[src/rtl/mfcc_settings.svh]
`ifndef MFCC_SETTINGS_SVH
`define MFCC_SETTINGS_SVH

`default_nettype none

// framing
`define MFCC_FRAME_SIZE 16          // samples per frame
`define MFCC_FRAME_MOVE 8           // hop between frame starts

// buffering
`define MFCC_SAMPLE_FIFO_DEPTH 16   // entries between filter and framer
`define MFCC_RESULT_FIFO_DEPTH 4    // finished frames awaiting output

// pre-emphasis coefficient, 0.97 in Q1.15
`define MFCC_ALPHA 31785

`default_nettype wire

`endif

[src/rtl/mfcc_pkg.sv]
`include "mfcc_settings.svh"
`default_nettype none

package mfcc_pkg;

    typedef logic signed [15:0] sample_t;    // pcm sample
    typedef logic [39:0]        energy_t;    // sum of squares over a frame
    typedef logic [15:0]        frame_idx_t; // wraps
    typedef logic [15:0]        win_coef_t;  // unsigned Q1.15

    typedef logic [$clog2(`MFCC_FRAME_SIZE)-1:0]   frame_pos_t; // position in a frame
    typedef logic [$clog2(`MFCC_FRAME_SIZE+1)-1:0] frame_len_t; // 1 .. frame size

    typedef struct packed {
        energy_t    energy;
        frame_idx_t idx;
    } frame_result_t;

    localparam real PI = 3.14159265358979323846;

    // 32768 * (0.54 - 0.46 cos(2 pi k / (N - 1))), rounded to nearest
    function automatic win_coef_t hamming_coef(input int k);
        real c;
        c = 32768.0 * (0.54 - 0.46 * $cos(2.0 * PI * k / (`MFCC_FRAME_SIZE - 1)));
        return win_coef_t'($rtoi(c + 0.5));
    endfunction

endpackage

`default_nettype wire

[src/rtl/pre_emphasis.sv]
`timescale 1ns/1ps
`include "mfcc_settings.svh"
`default_nettype none

module pre_emphasis (
    input  logic              clk,
    input  logic              rst_i,
    input  mfcc_pkg::sample_t x_i,
    input  logic              x_valid_i,
    output logic              x_ready_o,
    output mfcc_pkg::sample_t y_o,
    output logic              y_valid_o,
    input  logic              y_ready_i
);
    import mfcc_pkg::*;

    localparam logic signed [16:0] ALPHA = 17'(`MFCC_ALPHA);

    sample_t            x_prev_q;   // last accepted input
    logic signed [32:0] prod;
    logic signed [17:0] diff;
    sample_t            y_d;
    logic               accept;

    assign x_ready_o = !y_valid_o || y_ready_i; // register empty or draining
    assign accept    = x_valid_i && x_ready_o;

    assign prod = ALPHA * x_prev_q;
    assign diff = 18'(x_i) - 18'(prod >>> 15);

    // clamp to the 16-bit signed range
    always_comb begin
        if (diff > 18'sd32767) begin
            y_d = 16'sh7fff;
        end else if (diff < -18'sd32768) begin
            y_d = 16'sh8000;
        end else begin
            y_d = diff[15:0];
        end
    end

    always_ff @(posedge clk) begin
        if (rst_i) begin
            y_valid_o <= 1'b0;
            x_prev_q  <= '0;
        end else if (accept) begin
            y_valid_o <= 1'b1;
            x_prev_q  <= x_i;
        end else if (y_ready_i) begin
            y_valid_o <= 1'b0; // drained, nothing new
        end
    end

    always_ff @(posedge clk) begin
        if (accept) begin
            y_o <= y_d;
        end
    end

endmodule

`default_nettype wire

[src/rtl/sample_fifo.sv]
`timescale 1ns/1ps
`default_nettype none

module sample_fifo #(
    parameter type T_DATA = mfcc_pkg::sample_t,
    parameter int  DEPTH  = 16
) (
    input  logic  clk,
    input  logic  rst_i,
    input  T_DATA wr_data_i,
    input  logic  wr_valid_i,
    output logic  wr_ready_o,
    output T_DATA rd_data_o,
    output logic  rd_valid_o,
    input  logic  rd_ready_i,
    output logic  full_o
);
    localparam int AW = (DEPTH > 1) ? $clog2(DEPTH) : 1;
    localparam int CW = $clog2(DEPTH + 1);

    T_DATA         mem [DEPTH];
    logic [AW-1:0] wr_ptr_q;
    logic [AW-1:0] rd_ptr_q;
    logic [CW-1:0] count_q;
    logic          wr_fire;
    logic          rd_fire;

    assign full_o     = (count_q == CW'(DEPTH));
    assign wr_ready_o = !full_o;
    assign rd_valid_o = (count_q != '0);
    assign rd_data_o  = mem[rd_ptr_q]; // head entry, shown without a read request

    assign wr_fire = wr_valid_i && wr_ready_o;
    assign rd_fire = rd_valid_o && rd_ready_i;

    always_ff @(posedge clk) begin
        if (wr_fire) begin
            mem[wr_ptr_q] <= wr_data_i;
        end
    end

    always_ff @(posedge clk) begin
        if (rst_i) begin
            wr_ptr_q <= '0;
            rd_ptr_q <= '0;
            count_q  <= '0;
        end else begin
            if (wr_fire) begin
                wr_ptr_q <= (wr_ptr_q == AW'(DEPTH - 1)) ? '0 : wr_ptr_q + 1'b1;
            end
            if (rd_fire) begin
                rd_ptr_q <= (rd_ptr_q == AW'(DEPTH - 1)) ? '0 : rd_ptr_q + 1'b1;
            end
            count_q <= count_q + CW'(wr_fire) - CW'(rd_fire); // both may fire at once
        end
    end

endmodule

`default_nettype wire

[src/rtl/frame_buffer.sv]
`timescale 1ns/1ps
`include "mfcc_settings.svh"
`default_nettype none

module frame_buffer (
    input  logic                 clk,
    input  logic                 rst_i,
    input  mfcc_pkg::sample_t    wr_data_i,
    input  logic                 wr_en_i,
    input  logic                 rd_en_i,
    input  mfcc_pkg::frame_pos_t rd_offset_i,
    output mfcc_pkg::sample_t    rd_data_o,
    output logic                 rd_valid_o,
    output mfcc_pkg::frame_pos_t rd_pos_o
);
    import mfcc_pkg::*;

    localparam int DEPTH = 2 ** $bits(frame_pos_t); // ring wraps on the pointer width

    sample_t    mem [DEPTH];
    frame_pos_t wr_ptr_q;
    frame_pos_t rd_base;
    frame_pos_t rd_addr;

    // oldest of the last N samples; no writes happen during readout
    assign rd_base = wr_ptr_q - frame_pos_t'(`MFCC_FRAME_SIZE);
    assign rd_addr = rd_base + rd_offset_i;

    always_ff @(posedge clk) begin
        if (wr_en_i) begin
            mem[wr_ptr_q] <= wr_data_i;
        end
        if (rd_en_i) begin
            rd_data_o <= mem[rd_addr];
            rd_pos_o  <= rd_offset_i; // window position travels with the data
        end
    end

    always_ff @(posedge clk) begin
        if (rst_i) begin
            wr_ptr_q   <= '0;
            rd_valid_o <= 1'b0;
        end else begin
            if (wr_en_i) begin
                wr_ptr_q <= wr_ptr_q + 1'b1;
            end
            rd_valid_o <= rd_en_i;
        end
    end

endmodule

`default_nettype wire

[src/rtl/frame_counter.sv]
`timescale 1ns/1ps
`include "mfcc_settings.svh"
`default_nettype none

module frame_counter (
    input  logic                 clk,
    input  logic                 rst_i,
    input  logic                 load_i,
    input  mfcc_pkg::frame_len_t load_value_i,
    input  logic                 step_i,
    output mfcc_pkg::frame_pos_t count_o,
    output logic                 last_o
);
    import mfcc_pkg::*;

    frame_pos_t count_q;
    frame_len_t target_q;

    assign count_o = count_q;
    assign last_o  = (frame_len_t'(count_q) == target_q - 1'b1); // final step pending

    always_ff @(posedge clk) begin
        if (rst_i) begin
            count_q  <= '0;
            target_q <= frame_len_t'(`MFCC_FRAME_SIZE); // first fill is a whole frame
        end else if (load_i) begin
            count_q  <= '0;
            target_q <= load_value_i;
        end else if (step_i) begin
            count_q <= last_o ? '0 : count_q + 1'b1;
        end
    end

endmodule

`default_nettype wire

[src/rtl/frame_ctrl.sv]
`timescale 1ns/1ps
`include "mfcc_settings.svh"
`default_nettype none

module frame_ctrl (
    input  logic                 clk,
    input  logic                 rst_i,
    input  logic                 fifo_valid_i,
    output logic                 fill_en_o,
    output logic                 rd_en_o,
    output logic                 frame_last_o,
    output logic                 cnt_load_o,
    output mfcc_pkg::frame_len_t cnt_value_o,
    output logic                 cnt_step_o,
    input  logic                 cnt_last_i,
    input  logic                 energy_done_i,
    input  logic                 result_full_i
);
    import mfcc_pkg::*;

    typedef enum logic [1:0] {
        FILL,
        READ,
        FLUSH
    } state_t;

    state_t state_q;
    state_t state_d;
    logic   done_seen_q;    // energy for this frame emitted
    logic   wr_fire;
    logic   fill_end;
    logic   flush_end;

    assign wr_fire    = fill_en_o && fifo_valid_i;
    assign fill_end   = wr_fire && cnt_last_i;
    // waits a cycle after the push so full reflects the new entry
    assign flush_end  = (state_q == FLUSH) && done_seen_q && !result_full_i;
    assign cnt_step_o = wr_fire || rd_en_o; // only on real transfers
    assign cnt_load_o = fill_end || flush_end;

    // readout length when leaving FILL or fill target when leaving FLUSH
    assign cnt_value_o = (state_q == FILL) ?
                         frame_len_t'(`MFCC_FRAME_SIZE) : frame_len_t'(`MFCC_FRAME_MOVE);

    always_comb begin
        state_d = state_q;
        case (state_q)
            FILL:    if (fill_end) state_d = READ;
            READ:    if (rd_en_o && cnt_last_i) state_d = FLUSH;
            FLUSH:   if (flush_end) state_d = FILL;
            default: state_d = FILL;
        endcase
    end

    always_ff @(posedge clk) begin
        if (rst_i) begin
            state_q      <= FILL;
            fill_en_o    <= 1'b0;
            rd_en_o      <= 1'b0;
            frame_last_o <= 1'b0;
            done_seen_q  <= 1'b0;
        end else begin
            state_q      <= state_d;
            fill_en_o    <= (state_d == FILL);
            rd_en_o      <= (state_d == READ);
            frame_last_o <= rd_en_o && cnt_last_i; // lines up with buffer read data
            if (flush_end) begin
                done_seen_q <= 1'b0;
            end else if (energy_done_i) begin
                done_seen_q <= 1'b1;
            end
        end
    end

endmodule

`default_nettype wire

[src/rtl/frame_energy.sv]
`timescale 1ns/1ps
`include "mfcc_settings.svh"
`default_nettype none

module frame_energy (
    input  logic                    clk,
    input  logic                    rst_i,
    input  mfcc_pkg::sample_t       sample_i,
    input  logic                    valid_i,
    input  mfcc_pkg::frame_pos_t    pos_i,
    input  logic                    last_i,
    output mfcc_pkg::frame_result_t result_o,
    output logic                    result_valid_o,
    output logic                    done_o
);
    import mfcc_pkg::*;

    win_coef_t          coef_rom [`MFCC_FRAME_SIZE];
    logic signed [32:0] prod;
    sample_t            win_d;
    sample_t            win_q;    // windowed sample
    logic signed [31:0] sq_d;
    logic [31:0]        sq_q;     // squared sample
    logic               v1_q, l1_q;
    logic               v2_q, l2_q;
    energy_t            acc_q;
    energy_t            acc_sum;
    frame_idx_t         idx_q;

    for (genvar k = 0; k < `MFCC_FRAME_SIZE; k++) begin : g_coef
        assign coef_rom[k] = hamming_coef(k);
    end

    assign prod    = sample_i * $signed({1'b0, coef_rom[pos_i]});
    assign win_d   = sample_t'(prod >>> 15); // truncating Q1.15 rescale
    assign sq_d    = win_q * win_q;
    assign acc_sum = acc_q + energy_t'(sq_q);
    assign done_o  = result_valid_o;

    always_ff @(posedge clk) begin
        if (valid_i) begin
            win_q <= win_d;
        end
        if (v1_q) begin
            sq_q <= sq_d;
        end
        if (v2_q && l2_q) begin
            result_o.energy <= acc_sum;
            result_o.idx    <= idx_q;
        end
    end

    always_ff @(posedge clk) begin
        if (rst_i) begin
            v1_q           <= 1'b0;
            l1_q           <= 1'b0;
            v2_q           <= 1'b0;
            l2_q           <= 1'b0;
            acc_q          <= '0;
            idx_q          <= '0;
            result_valid_o <= 1'b0;
        end else begin
            v1_q           <= valid_i;
            l1_q           <= valid_i && last_i;
            v2_q           <= v1_q;
            l2_q           <= v1_q && l1_q;
            result_valid_o <= v2_q && l2_q;
            if (v2_q) begin
                if (l2_q) begin
                    acc_q <= '0;           // next frame starts clean
                    idx_q <= idx_q + 1'b1;
                end else begin
                    acc_q <= acc_sum;
                end
            end
        end
    end

endmodule

`default_nettype wire

[src/rtl/mfcc_front.sv]
`timescale 1ns/1ps
`include "mfcc_settings.svh"
`default_nettype none

module mfcc_front (
    input  logic                 clk,
    input  logic                 rst_i,
    input  mfcc_pkg::sample_t    sample_i,
    input  logic                 sample_valid_i,
    output logic                 sample_ready_o,
    output mfcc_pkg::energy_t    energy_o,
    output mfcc_pkg::frame_idx_t frame_idx_o,
    output logic                 frame_valid_o,
    input  logic                 frame_ready_i
);
    import mfcc_pkg::*;

    sample_t       pe_data;
    logic          pe_valid, pe_ready;
    sample_t       fifo_data;
    logic          fifo_valid;
    logic          fill_en, rd_en;
    logic          load, step, last;
    frame_len_t    load_value;
    frame_pos_t    count;
    sample_t       rd_data;
    logic          rd_valid;
    frame_pos_t    rd_offset;
    logic          frame_last;
    frame_result_t result;
    logic          result_valid;
    logic          energy_done;
    logic          result_full;
    frame_result_t res_data;

    pre_emphasis u_pre_emphasis (
        .clk       (clk),
        .rst_i     (rst_i),
        .x_i       (sample_i),
        .x_valid_i (sample_valid_i),
        .x_ready_o (sample_ready_o),
        .y_o       (pe_data),
        .y_valid_o (pe_valid),
        .y_ready_i (pe_ready)
    );

    sample_fifo #(.T_DATA(sample_t), .DEPTH(`MFCC_SAMPLE_FIFO_DEPTH)) u_sample_fifo (
        .clk        (clk),
        .rst_i      (rst_i),
        .wr_data_i  (pe_data),
        .wr_valid_i (pe_valid),
        .wr_ready_o (pe_ready),
        .rd_data_o  (fifo_data),
        .rd_valid_o (fifo_valid),
        .rd_ready_i (fill_en),   // drained only while filling
        .full_o     ()
    );

    frame_buffer u_frame_buffer (
        .clk         (clk),
        .rst_i       (rst_i),
        .wr_data_i   (fifo_data),
        .wr_en_i     (fill_en && fifo_valid),
        .rd_en_i     (rd_en),
        .rd_offset_i (count),
        .rd_data_o   (rd_data),
        .rd_valid_o  (rd_valid),
        .rd_pos_o    (rd_offset)
    );

    frame_counter u_frame_counter (
        .clk          (clk),
        .rst_i        (rst_i),
        .load_i       (load),
        .load_value_i (load_value),
        .step_i       (step),
        .count_o      (count),
        .last_o       (last)
    );

    frame_ctrl u_frame_ctrl (
        .clk           (clk),
        .rst_i         (rst_i),
        .fifo_valid_i  (fifo_valid),
        .fill_en_o     (fill_en),
        .rd_en_o       (rd_en),
        .frame_last_o  (frame_last),
        .cnt_load_o    (load),
        .cnt_value_o   (load_value),
        .cnt_step_o    (step),
        .cnt_last_i    (last),
        .energy_done_i (energy_done),
        .result_full_i (result_full)
    );

    frame_energy u_frame_energy (
        .clk            (clk),
        .rst_i          (rst_i),
        .sample_i       (rd_data),
        .valid_i        (rd_valid),
        .pos_i          (rd_offset),
        .last_i         (frame_last),
        .result_o       (result),
        .result_valid_o (result_valid),
        .done_o         (energy_done)
    );

    // space is guaranteed by frame_ctrl before each frame starts
    sample_fifo #(.T_DATA(frame_result_t), .DEPTH(`MFCC_RESULT_FIFO_DEPTH)) u_result_fifo (
        .clk        (clk),
        .rst_i      (rst_i),
        .wr_data_i  (result),
        .wr_valid_i (result_valid),
        .wr_ready_o (),
        .rd_data_o  (res_data),
        .rd_valid_o (frame_valid_o),
        .rd_ready_i (frame_ready_i),
        .full_o     (result_full)
    );

    assign energy_o    = res_data.energy;
    assign frame_idx_o = res_data.idx;

endmodule

`default_nettype wire

[config.mk]
export PLATFORM = sky130hd
export DESIGN_NAME = mfcc_front
export DESIGN_NICKNAME = d
export VERILOG_FILES = /design/src/rtl/mfcc_pkg.sv /design/src/rtl/pre_emphasis.sv /design/src/rtl/sample_fifo.sv /design/src/rtl/frame_buffer.sv /design/src/rtl/frame_counter.sv /design/src/rtl/frame_ctrl.sv /design/src/rtl/frame_energy.sv /design/src/rtl/mfcc_front.sv
export VERILOG_INCLUDE_DIRS = /design/src /design/src/rtl
export SDC_FILE = /design/constraint.sdc
export NUM_CORES = 2
export LEC_CHECK = 0
export BUFFER_PORTS_ARGS = -buffer_cell sky130_fd_sc_hd__buf_2
export CAP_MARGIN = 20
export CORE_MARGIN = 4
export CORE_UTILIZATION = 35
export DETAILED_ROUTE_END_ITERATION = 10
export GPL_ROUTABILITY_DRIVEN = 0
export GPL_TIMING_DRIVEN = 0
export MAX_ROUTING_LAYER = met4
export PLACE_DENSITY = 0.48
export SLEW_MARGIN = 15
export SYNTH_ARGS = -nofsm -noshare
export SYNTH_HDL_FRONTEND = slang
export SYNTH_SLANG_ARGS = --single-unit
[constraint.sdc]
create_clock -name clk -period 8.4 [get_ports clk]
set_input_delay 0 -clock clk [delete_from_list [all_inputs] [get_ports clk]]
set_output_delay 0 -clock clk [all_outputs]
set_load 0.1 [all_outputs]
# ---- Yosys cells after proc, flatten, opt, wreduce, memory -nomap -nowiden
# Memory sizes are Yosys's and may differ from the RTL's. A register that Yosys moved wholly into a read port is not among the register bits.
# Cells that the tools add are included.
dict set report totals {
  register_bits 242
  ram_bits 736
  rom_bits 256
  input_bits 20
  out_inout_bits 58
  elab_cells 118
  mem_count 4
}
dict set report classes {
  n_addsub 15
  n_mul 3
  order_cmp 3
  n_eq_ne 11
  mux 26
  bitwise 1
  n_reduce_logical 25
}
# name words width read_ports rd_clocked_by_memory_dff write_ports line_no
set memory_table {}
lappend memory_table {{(name not given)} 16 16 1 0 0 frame_energy.sv:34} ;# assign prod = sample_i * $signed({1'b0, coef_rom[pos_i]});
lappend memory_table {u_frame_buffer.mem 16 16 1 1 1 frame_buffer.sv:20} ;# sample_t mem [DEPTH];
lappend memory_table {u_sample_fifo.mem 16 16 1 1 1 sample_fifo.sv:21} ;# T_DATA mem [DEPTH];
lappend memory_table {u_result_fifo.mem 4 56 1 1 1 sample_fifo.sv:21}
# operator n
set ops {}
lappend ops {{16-bit 2-to-1 mux} 3}
lappend ops {{40-bit by 32-bit adder with 40-bit output} 1}
lappend ops {{40-bit 2-to-1 mux} 1}
lappend ops {{16-bit by 16-bit multiplier with 32-bit output} 1}
lappend ops {{16-bit by 16-bit multiplier with 32-bit output, first input constant} 1}
lappend ops {{16-bit by 17-bit multiplier with 31-bit output} 1}
lappend ops {{4-bit 2-to-1 mux} 5}
lappend ops {{18-bit by 16-bit greater-than comparator with 1-bit output, second input constant} 1}
lappend ops {{18-bit by 16-bit less-than comparator with 1-bit output, second input constant} 1}
lappend ops {{16-bit by 17-bit subtractor with 18-bit output} 1}
lappend ops {{16-bit by 1-bit adder with 16-bit output, second input constant} 1}
lappend ops {{4-bit by 1-bit adder with 4-bit output, second input constant} 4}
lappend ops {{2-bit 2-to-1 mux} 7}
lappend ops {{1-bit logical AND} 12}
lappend ops {{4-bit == test, second input constant} 2}
lappend ops {{1-bit 2-to-1 mux} 8}
lappend ops {{2-bit == test, second input constant} 3}
lappend ops {{2-bit one-hot mux with 3 select lines} 1}
lappend ops {{5-bit by 1-bit adder with 5-bit output} 1}
lappend ops {{4-bit by 5-bit == test with 1-bit output} 1}
lappend ops {{5-bit == test, second input constant} 1}
lappend ops {{5-bit greater-or-equal comparator, second input constant} 1}
lappend ops {{5-bit 2-to-1 mux} 1}
lappend ops {{4-bit NOT with 5-bit output} 1}
lappend ops {{other kinds (16)} 24}

# ---- Longest topological paths before layout
dict set report depth {
  depth_word 6
  mapped_depth 29
  ltp_nobuf 28
}

# ---- Cells and area by module
# From an unflattened synthesis, not the netlist that was laid out.
dict set report unflattened {
  cells_unflattened 4631
  area_unflattened_um2 61569.0
}
# module instances cells_per_inst area_each_um2 seq_area_each_um2
set by_module_without_submodules {}
lappend by_module_without_submodules {frame_energy 1 2543 24488.5 4314.1}
lappend by_module_without_submodules {frame_buffer 1 522 11078.1 8388.0}
lappend by_module_without_submodules {{sample_fifo at u_sample_fifo} 1 506 10601.4 8027.7}
lappend by_module_without_submodules {{sample_fifo at u_result_fifo} 1 343 8553.2 6906.6}
lappend by_module_without_submodules {pre_emphasis 1 637 6072.1 820.8}
lappend by_module_without_submodules {frame_counter 1 50 491.7 180.2}
lappend by_module_without_submodules {frame_ctrl 1 29 277.8 120.1}
lappend by_module_without_submodules {mfcc_front 1 1 6.3 0.0}

# ---- Least setup slack after synthesis
# No wires, ideal clock.
dict set report synth_path {
  kind {reg-to-reg}
  from {register u_pre_emphasis.x_prev_q[5]}
  to {register u_pre_emphasis.y_o[10] (data pin)}
  setup_ns 0.275
  t_arrival_ns 6.830
  t_required_ns 8.125
  slack_ns 1.294
  stages_incl_launch_ff 26
  n_path_buf 1
  synth_period_minus_slack_ns 7.106
  path_cell_list {dfxtp_1 fa_1 inv_1 fa_1 ha_1 fa_1 inv_1 fa_1 fa_1 inv_1 ha_1 a21o_1 a21o_1 a21oi_1 o2bb2ai_2 o41a_1 a211oi_1 ha_1 a21oi_1 o21ai_0 or3_1 o21a_1 and2_4 o41ai_4 buf_4 o211ai_1}
}
dict set report synth_between {
  elab_chain_len 4
  elab_cells_between_ends 5
  classes_between {1 x add/sub; 1 x mul; 2 x order compare; 1 x mux}
}
# element line_no
set synth_lines {}
lappend synth_lines {{start: declaration} pre_emphasis.sv:19} ;# sample_t x_prev_q;
lappend synth_lines {{start signal: assignment} pre_emphasis.sv:48} ;# x_prev_q <= x_i;
lappend synth_lines {{16-bit by 16-bit multiplier with 32-bit output *} pre_emphasis.sv:28} ;# assign prod = ALPHA * x_prev_q;
lappend synth_lines {{16-bit by 17-bit subtractor with 18-bit output *} pre_emphasis.sv:29} ;# assign diff = 18'(x_i) - 18'(prod >>> 15);
lappend synth_lines {{18-bit by 16-bit less-than comparator with 1-bit output} pre_emphasis.sv:35} ;# end else if (diff < -18'sd32768) begin
lappend synth_lines {{16-bit 2-to-1 mux} pre_emphasis.sv:35}
lappend synth_lines {{end signal: assignment} pre_emphasis.sv:56} ;# y_o <= y_d;
lappend synth_lines {{end: declaration} pre_emphasis.sv:11} ;# output mfcc_pkg::sample_t y_o,
# Every way passes the cells marked *; elsewhere a longest branch is shown, timed or not.
# A chain may end at the register's enable or synchronous reset.

# ---- Worst setup path after layout
dict set report layout_path {
  from {register u_frame_buffer.rd_pos_o[1]}
  to {register u_frame_energy.win_q[15] (data pin)}
}
dict set report layout_between {
  elab_chain_len 5
}
# element line_no
set layout_lines {}
lappend layout_lines {{start: declaration} frame_buffer.sv:14} ;# output mfcc_pkg::frame_pos_t rd_pos_o
lappend layout_lines {{start signal: assignment} frame_buffer.sv:35} ;# rd_pos_o <= rd_offset_i;
lappend layout_lines {{4-bit NOT with 5-bit output (not written as such)} frame_energy.sv:34}
lappend layout_lines {{memory 16 x 16 bit} --}
lappend layout_lines {{16-bit 2-to-1 mux (not written as such) (2 in a row)} frame_energy.sv:34}
lappend layout_lines {{16-bit by 17-bit multiplier with 31-bit output} frame_energy.sv:34}
lappend layout_lines {{net u_frame_energy.prod[30]} frame_energy.sv:19} ;# logic signed [32:0] prod;
lappend layout_lines {{end signal: assignment} frame_energy.sv:42} ;# win_q <= win_d;
lappend layout_lines {{end: declaration} frame_energy.sv:21} ;# sample_t win_q;
# The timed path passes the listed nets, and every way through them passes these cells. The select of a mux whose other input is x is not followed.

==> impl_metrics.tcl <==
set metrics [dict create \
    crit_family "adder cells" \
    grt_pass1_wl_um 220700 \
    synth_top_family_by_area "adder cells" \
    fill_cells 16170 \
    end_kind "register" \
    synth_edf_count 875 \
    antenna_found_initial 6 \
    gr-usage-all-layers 0.1638 \
    pwr-share-clk 0.308 \
    path_max_fanout 10 \
    rrSetupSlack_ps 380 \
    initial_core_util 0.3521 \
    async_flop_share 0 \
    hold_end "u_pre_emphasis.x_prev_q[14]" \
    p_leak_uw 0.02708 \
    r2r-start "u_frame_buffer.rd_pos_o[1]" \
    grt_pass1_vias 36750 \
    ir_worst_vdd_mv 0.1871 \
    cp.required_ps 8810 \
    holdPathStages 4 \
    synth_adder_area_share 0.2466 \
    rsz0062_at_grt "no" \
    ioPinCount 78 \
    min_from "sample_i[14]" \
    reg2regPathDepth 26 \
    power_frac_seq 0.405 \
    post-route-min-period_ps 8019 \
    fp.coreArea_um2 171700 \
    mostFrequentLayoutCells "875 x edfxtp_1, 691 x inv_1, 486 x fa_1, 414 x ha_1, 318 x nand2_1" \
    synth_top_flop_cell "edfxtp_1" \
    p_switching_uw 4921 \
    cp_common_cell "fa_1" \
    synthSimpleGateAreaFrac 0.07259 \
    die_h_um 423.6 \
    syn_avg_cell_area_um2 13.46 \
    final_common_cell "edfxtp_1" \
    arrival_ps 8430 \
    numCtsBuffers 106 \
    drt_iter0_drc 1913 \
    postSynthCellCount 4492 \
    ys_ff_latch 996 \
    synth-compound-area-share 0.05268 \
    cts_tree "yes" \
    maxCapViolCount 0 \
    timing.setup.tns_ps 0 \
    dr.pass1.iters 6 \
    setup_viol 0 \
    vias_per_cell 4.840 \
    crit_type "reg2reg" \
    hold_violations 0 \
    slowest_stage "fa_1" \
    clock_skew_ps 87.36 \
    antenna_left 0 \
    synthToLayoutAreaGrowth_pct 13.07 \
    nets 5664 \
    insertion_delay_ps 730 \
    vias 34600 \
    critPathBufInv 5 \
    synth.area.mux_share 0.07884 \
    status "completed" \
    internal_power_uw 10230 \
    clock_tree.root_cell "clkbuf_16" \
    wl_per_cell_um 19.69 \
    worst_slew_pin_slew_ps 1119 \
    rows 152 \
    slew_headroom 0.2543 \
    worst-path-stages 26 \
    ys_warn_count 0 \
    place_ws_ps -331.6 \
    synthDistinctLibCells 84 \
    layout_setup_ws_ps 380.8 \
    dp_hpwl_um 106500 \
    place_inst 6919 \
    synth_nets 5412 \
    period_share 0.9547 \
    power.density_nw_per_um2 221.6 \
    grt.overflow.total 0 \
    cts_sinks 996 \
    yosys.area_share.xor_xnor 0.02187 \
    switching_share 0.3248 \
    final_max_slew_viol_count 0 \
    htreeDepth 3 \
    final_util 0.3981 \
    dieWidth_um 423.6 \
    drc_errors 0 \
    start_kind "register" \
    total_power_uw 15150 \
    grt_max_degree 46 \
    comb_power_share 0.287 \
    io_buffers 77 \
    fmax_ghz 0.1247 \
    r2r-end "u_frame_energy.win_q[15]" \
    final_cells 7148 \
    syn-cell-area_um2 60470 \
    drive_above_1_share 0.1220 \
    slowest_delay_ps 570 \
    cts_max_path_buffers 3 \
    dieArea_um2 179500 \
    seq_area_frac_synth 0.4746 \
    wl_um 140700 \
    hp-class "in2reg" \
    clk_pin_slew_worst_paths_ps 60 \
]
## through the flow
step                      cell area, µm²  hold slack [ps]
after floorplan                    60470            117.4
after global placement             63740            228.6
after detailed placement           64460            244.6
after CTS                          68260            6.628
after global routing               68370            48.21
final                              68370            82.81
## synthesized netlist by cell type, types with 4 or more instances
| cell | instances | share of area |
|---|---|---|
| or2_2 | 12 | 0.0012 |
| nor4_1 | 4 | 0.00041 |
| nand2b_1 | 29 | 0.0030 |
| a221oi_1 | 6 | 0.00087 |
| or3_1 | 9 | 0.00093 |
| and3_1 | 31 | 0.0032 |
| a31oi_1 | 23 | 0.0024 |
| nand3_1 | 44 | 0.0036 |
| edfxtp_1 | 875 | 0.43 |
| xor2_1 | 70 | 0.010 |
| ha_1 | 414 | 0.086 |
| a41o_1 | 5 | 0.00083 |
| buf_2 | 9 | 0.00074 |
| and2_1 | 156 | 0.016 |
| xnor2_1 | 81 | 0.012 |
| o21a_1 | 15 | 0.0019 |
| nor3_1 | 45 | 0.0037 |
| a211o_1 | 5 | 0.00072 |
| a311o_1 | 6 | 0.00099 |
| fa_1 | 486 | 0.16 |
| a21oi_1 | 140 | 0.012 |
| buf_1 | 26 | 0.0016 |
| dfxtp_1 | 121 | 0.040 |
| nand4_1 | 18 | 0.0019 |
| nand3b_1 | 8 | 0.00099 |
| o2111ai_1 | 4 | 0.00058 |
| a22oi_1 | 20 | 0.0025 |
| a211oi_1 | 25 | 0.0031 |
| o21bai_1 | 12 | 0.0015 |
| inv_1 | 691 | 0.043 |
| o211ai_1 | 30 | 0.0037 |
| o31ai_1 | 4 | 0.00050 |
| nand2_1 | 318 | 0.020 |
| a2111oi_0 | 6 | 0.00087 |
| a32o_1 | 5 | 0.00083 |
| mux4_2 | 200 | 0.074 |
| and4_1 | 7 | 0.0010 |
| nor2b_1 | 40 | 0.0041 |
| o21ai_0 | 53 | 0.0044 |
| mux2i_1 | 24 | 0.0040 |
| a21o_1 | 49 | 0.0061 |
| clkbuf_1 | 112 | 0.0070 |
| nor2_1 | 180 | 0.011 |
| o21ai_1 | 7 | 0.00058 |
| or4_1 | 4 | 0.00050 |
## cells by family (layout without fill, tap and decap cells)
logic type      Yosys count  count (layout)
flops                   996             996
simple gates            911             911
fa+ha+maj               900             900
buf+inv                 844            1189
compound gates          464             464
mux                     226             226
xor+xnor                151             151
other cells               0               1
## power by group through the flow
stage	Combinational, µW	Sequential, µW	Clock [µW]
floorplan	3270	6130	0
global placement	4360	6250	0
detailed placement	4410	6250	0
CTS	4440	6150	4800
global route	4780	6180	5020
finish	4350	6140	4660
## sequential cells by signal, indices dropped and copies added (netlist names), 31 cells and up, named ones only
| register | flops |
|---|---|
| u_frame_buffer.mem | 256 |
| u_frame_energy.acc_q | 40 |
| u_frame_energy.result_o | 56 |
| u_frame_energy.sq_q | 31 |
| u_result_fifo.mem | 224 |
| u_sample_fifo.mem | 256 |
## routing by layer
layer | track usage | wire length [µm] | share of wire | up-vias
met2 | 0.2784 | 70690 | 0.50 | 563
met1 | 0.2078 | 61550 | 0.44 | 17680
met4 | 0.04244 | 3735 | 0.027 | 0
met5 | - | 0 | 0 | -
li1 | - | - | - | 16170
met3 | 0.02153 | 4761 | 0.034 | 195
## worst reg2reg max path: cells and delay by family (launching register included)
kind / cells / cell delay, ps
buf+inv: 5 / 680
simple gates: 4 / 520
flops: 1 / 560
compound gates: 9 / 2270
fa+ha+maj: 8 / 3720
## worst max path at each step
stage                          startpoint                        to  slack [ps]
3_3_place_gp   u_frame_buffer.rd_pos_o[1]   u_frame_energy.win_q[6]        -370
4_1_cts        u_frame_buffer.rd_pos_o[1]   u_frame_energy.win_q[6]          20
5_1_grt        u_pre_emphasis.x_prev_q[9]    u_pre_emphasis.y_o[12]          30
3_5_place_dp   u_frame_buffer.rd_pos_o[1]   u_frame_energy.win_q[6]        -330
6_report       u_frame_buffer.rd_pos_o[1]  u_frame_energy.win_q[15]         380
2_1_floorplan  u_pre_emphasis.x_prev_q[5]    u_pre_emphasis.y_o[10]        1290
## area by class of cell
cell class,count,area (µm²),area share
diodes,1,2.502,0.00003660
inverters,694,2605,0.03810
clock buffers,151,2962,0.04332
well taps,2310,2890,0.04228
clock inverters,50,588.1,0.008601
multi-input cells,2652,28790,0.4211
repair buffers,146,1232,0.01803
flip-flops and latches,996,28710,0.4200
plain buffers,148,589.3,0.008620
## repair_timing
item | in CTS | in global routing
hold buffers | 25 | 0
hold endpoints to repair | 41 | 0
endpoints found under the setup margin | 11 | 20
setup buffers | 0 | 0
resized for setup | 5 | 22
gates cloned | 0 | 0
Power figures use the tool's default switching activity.
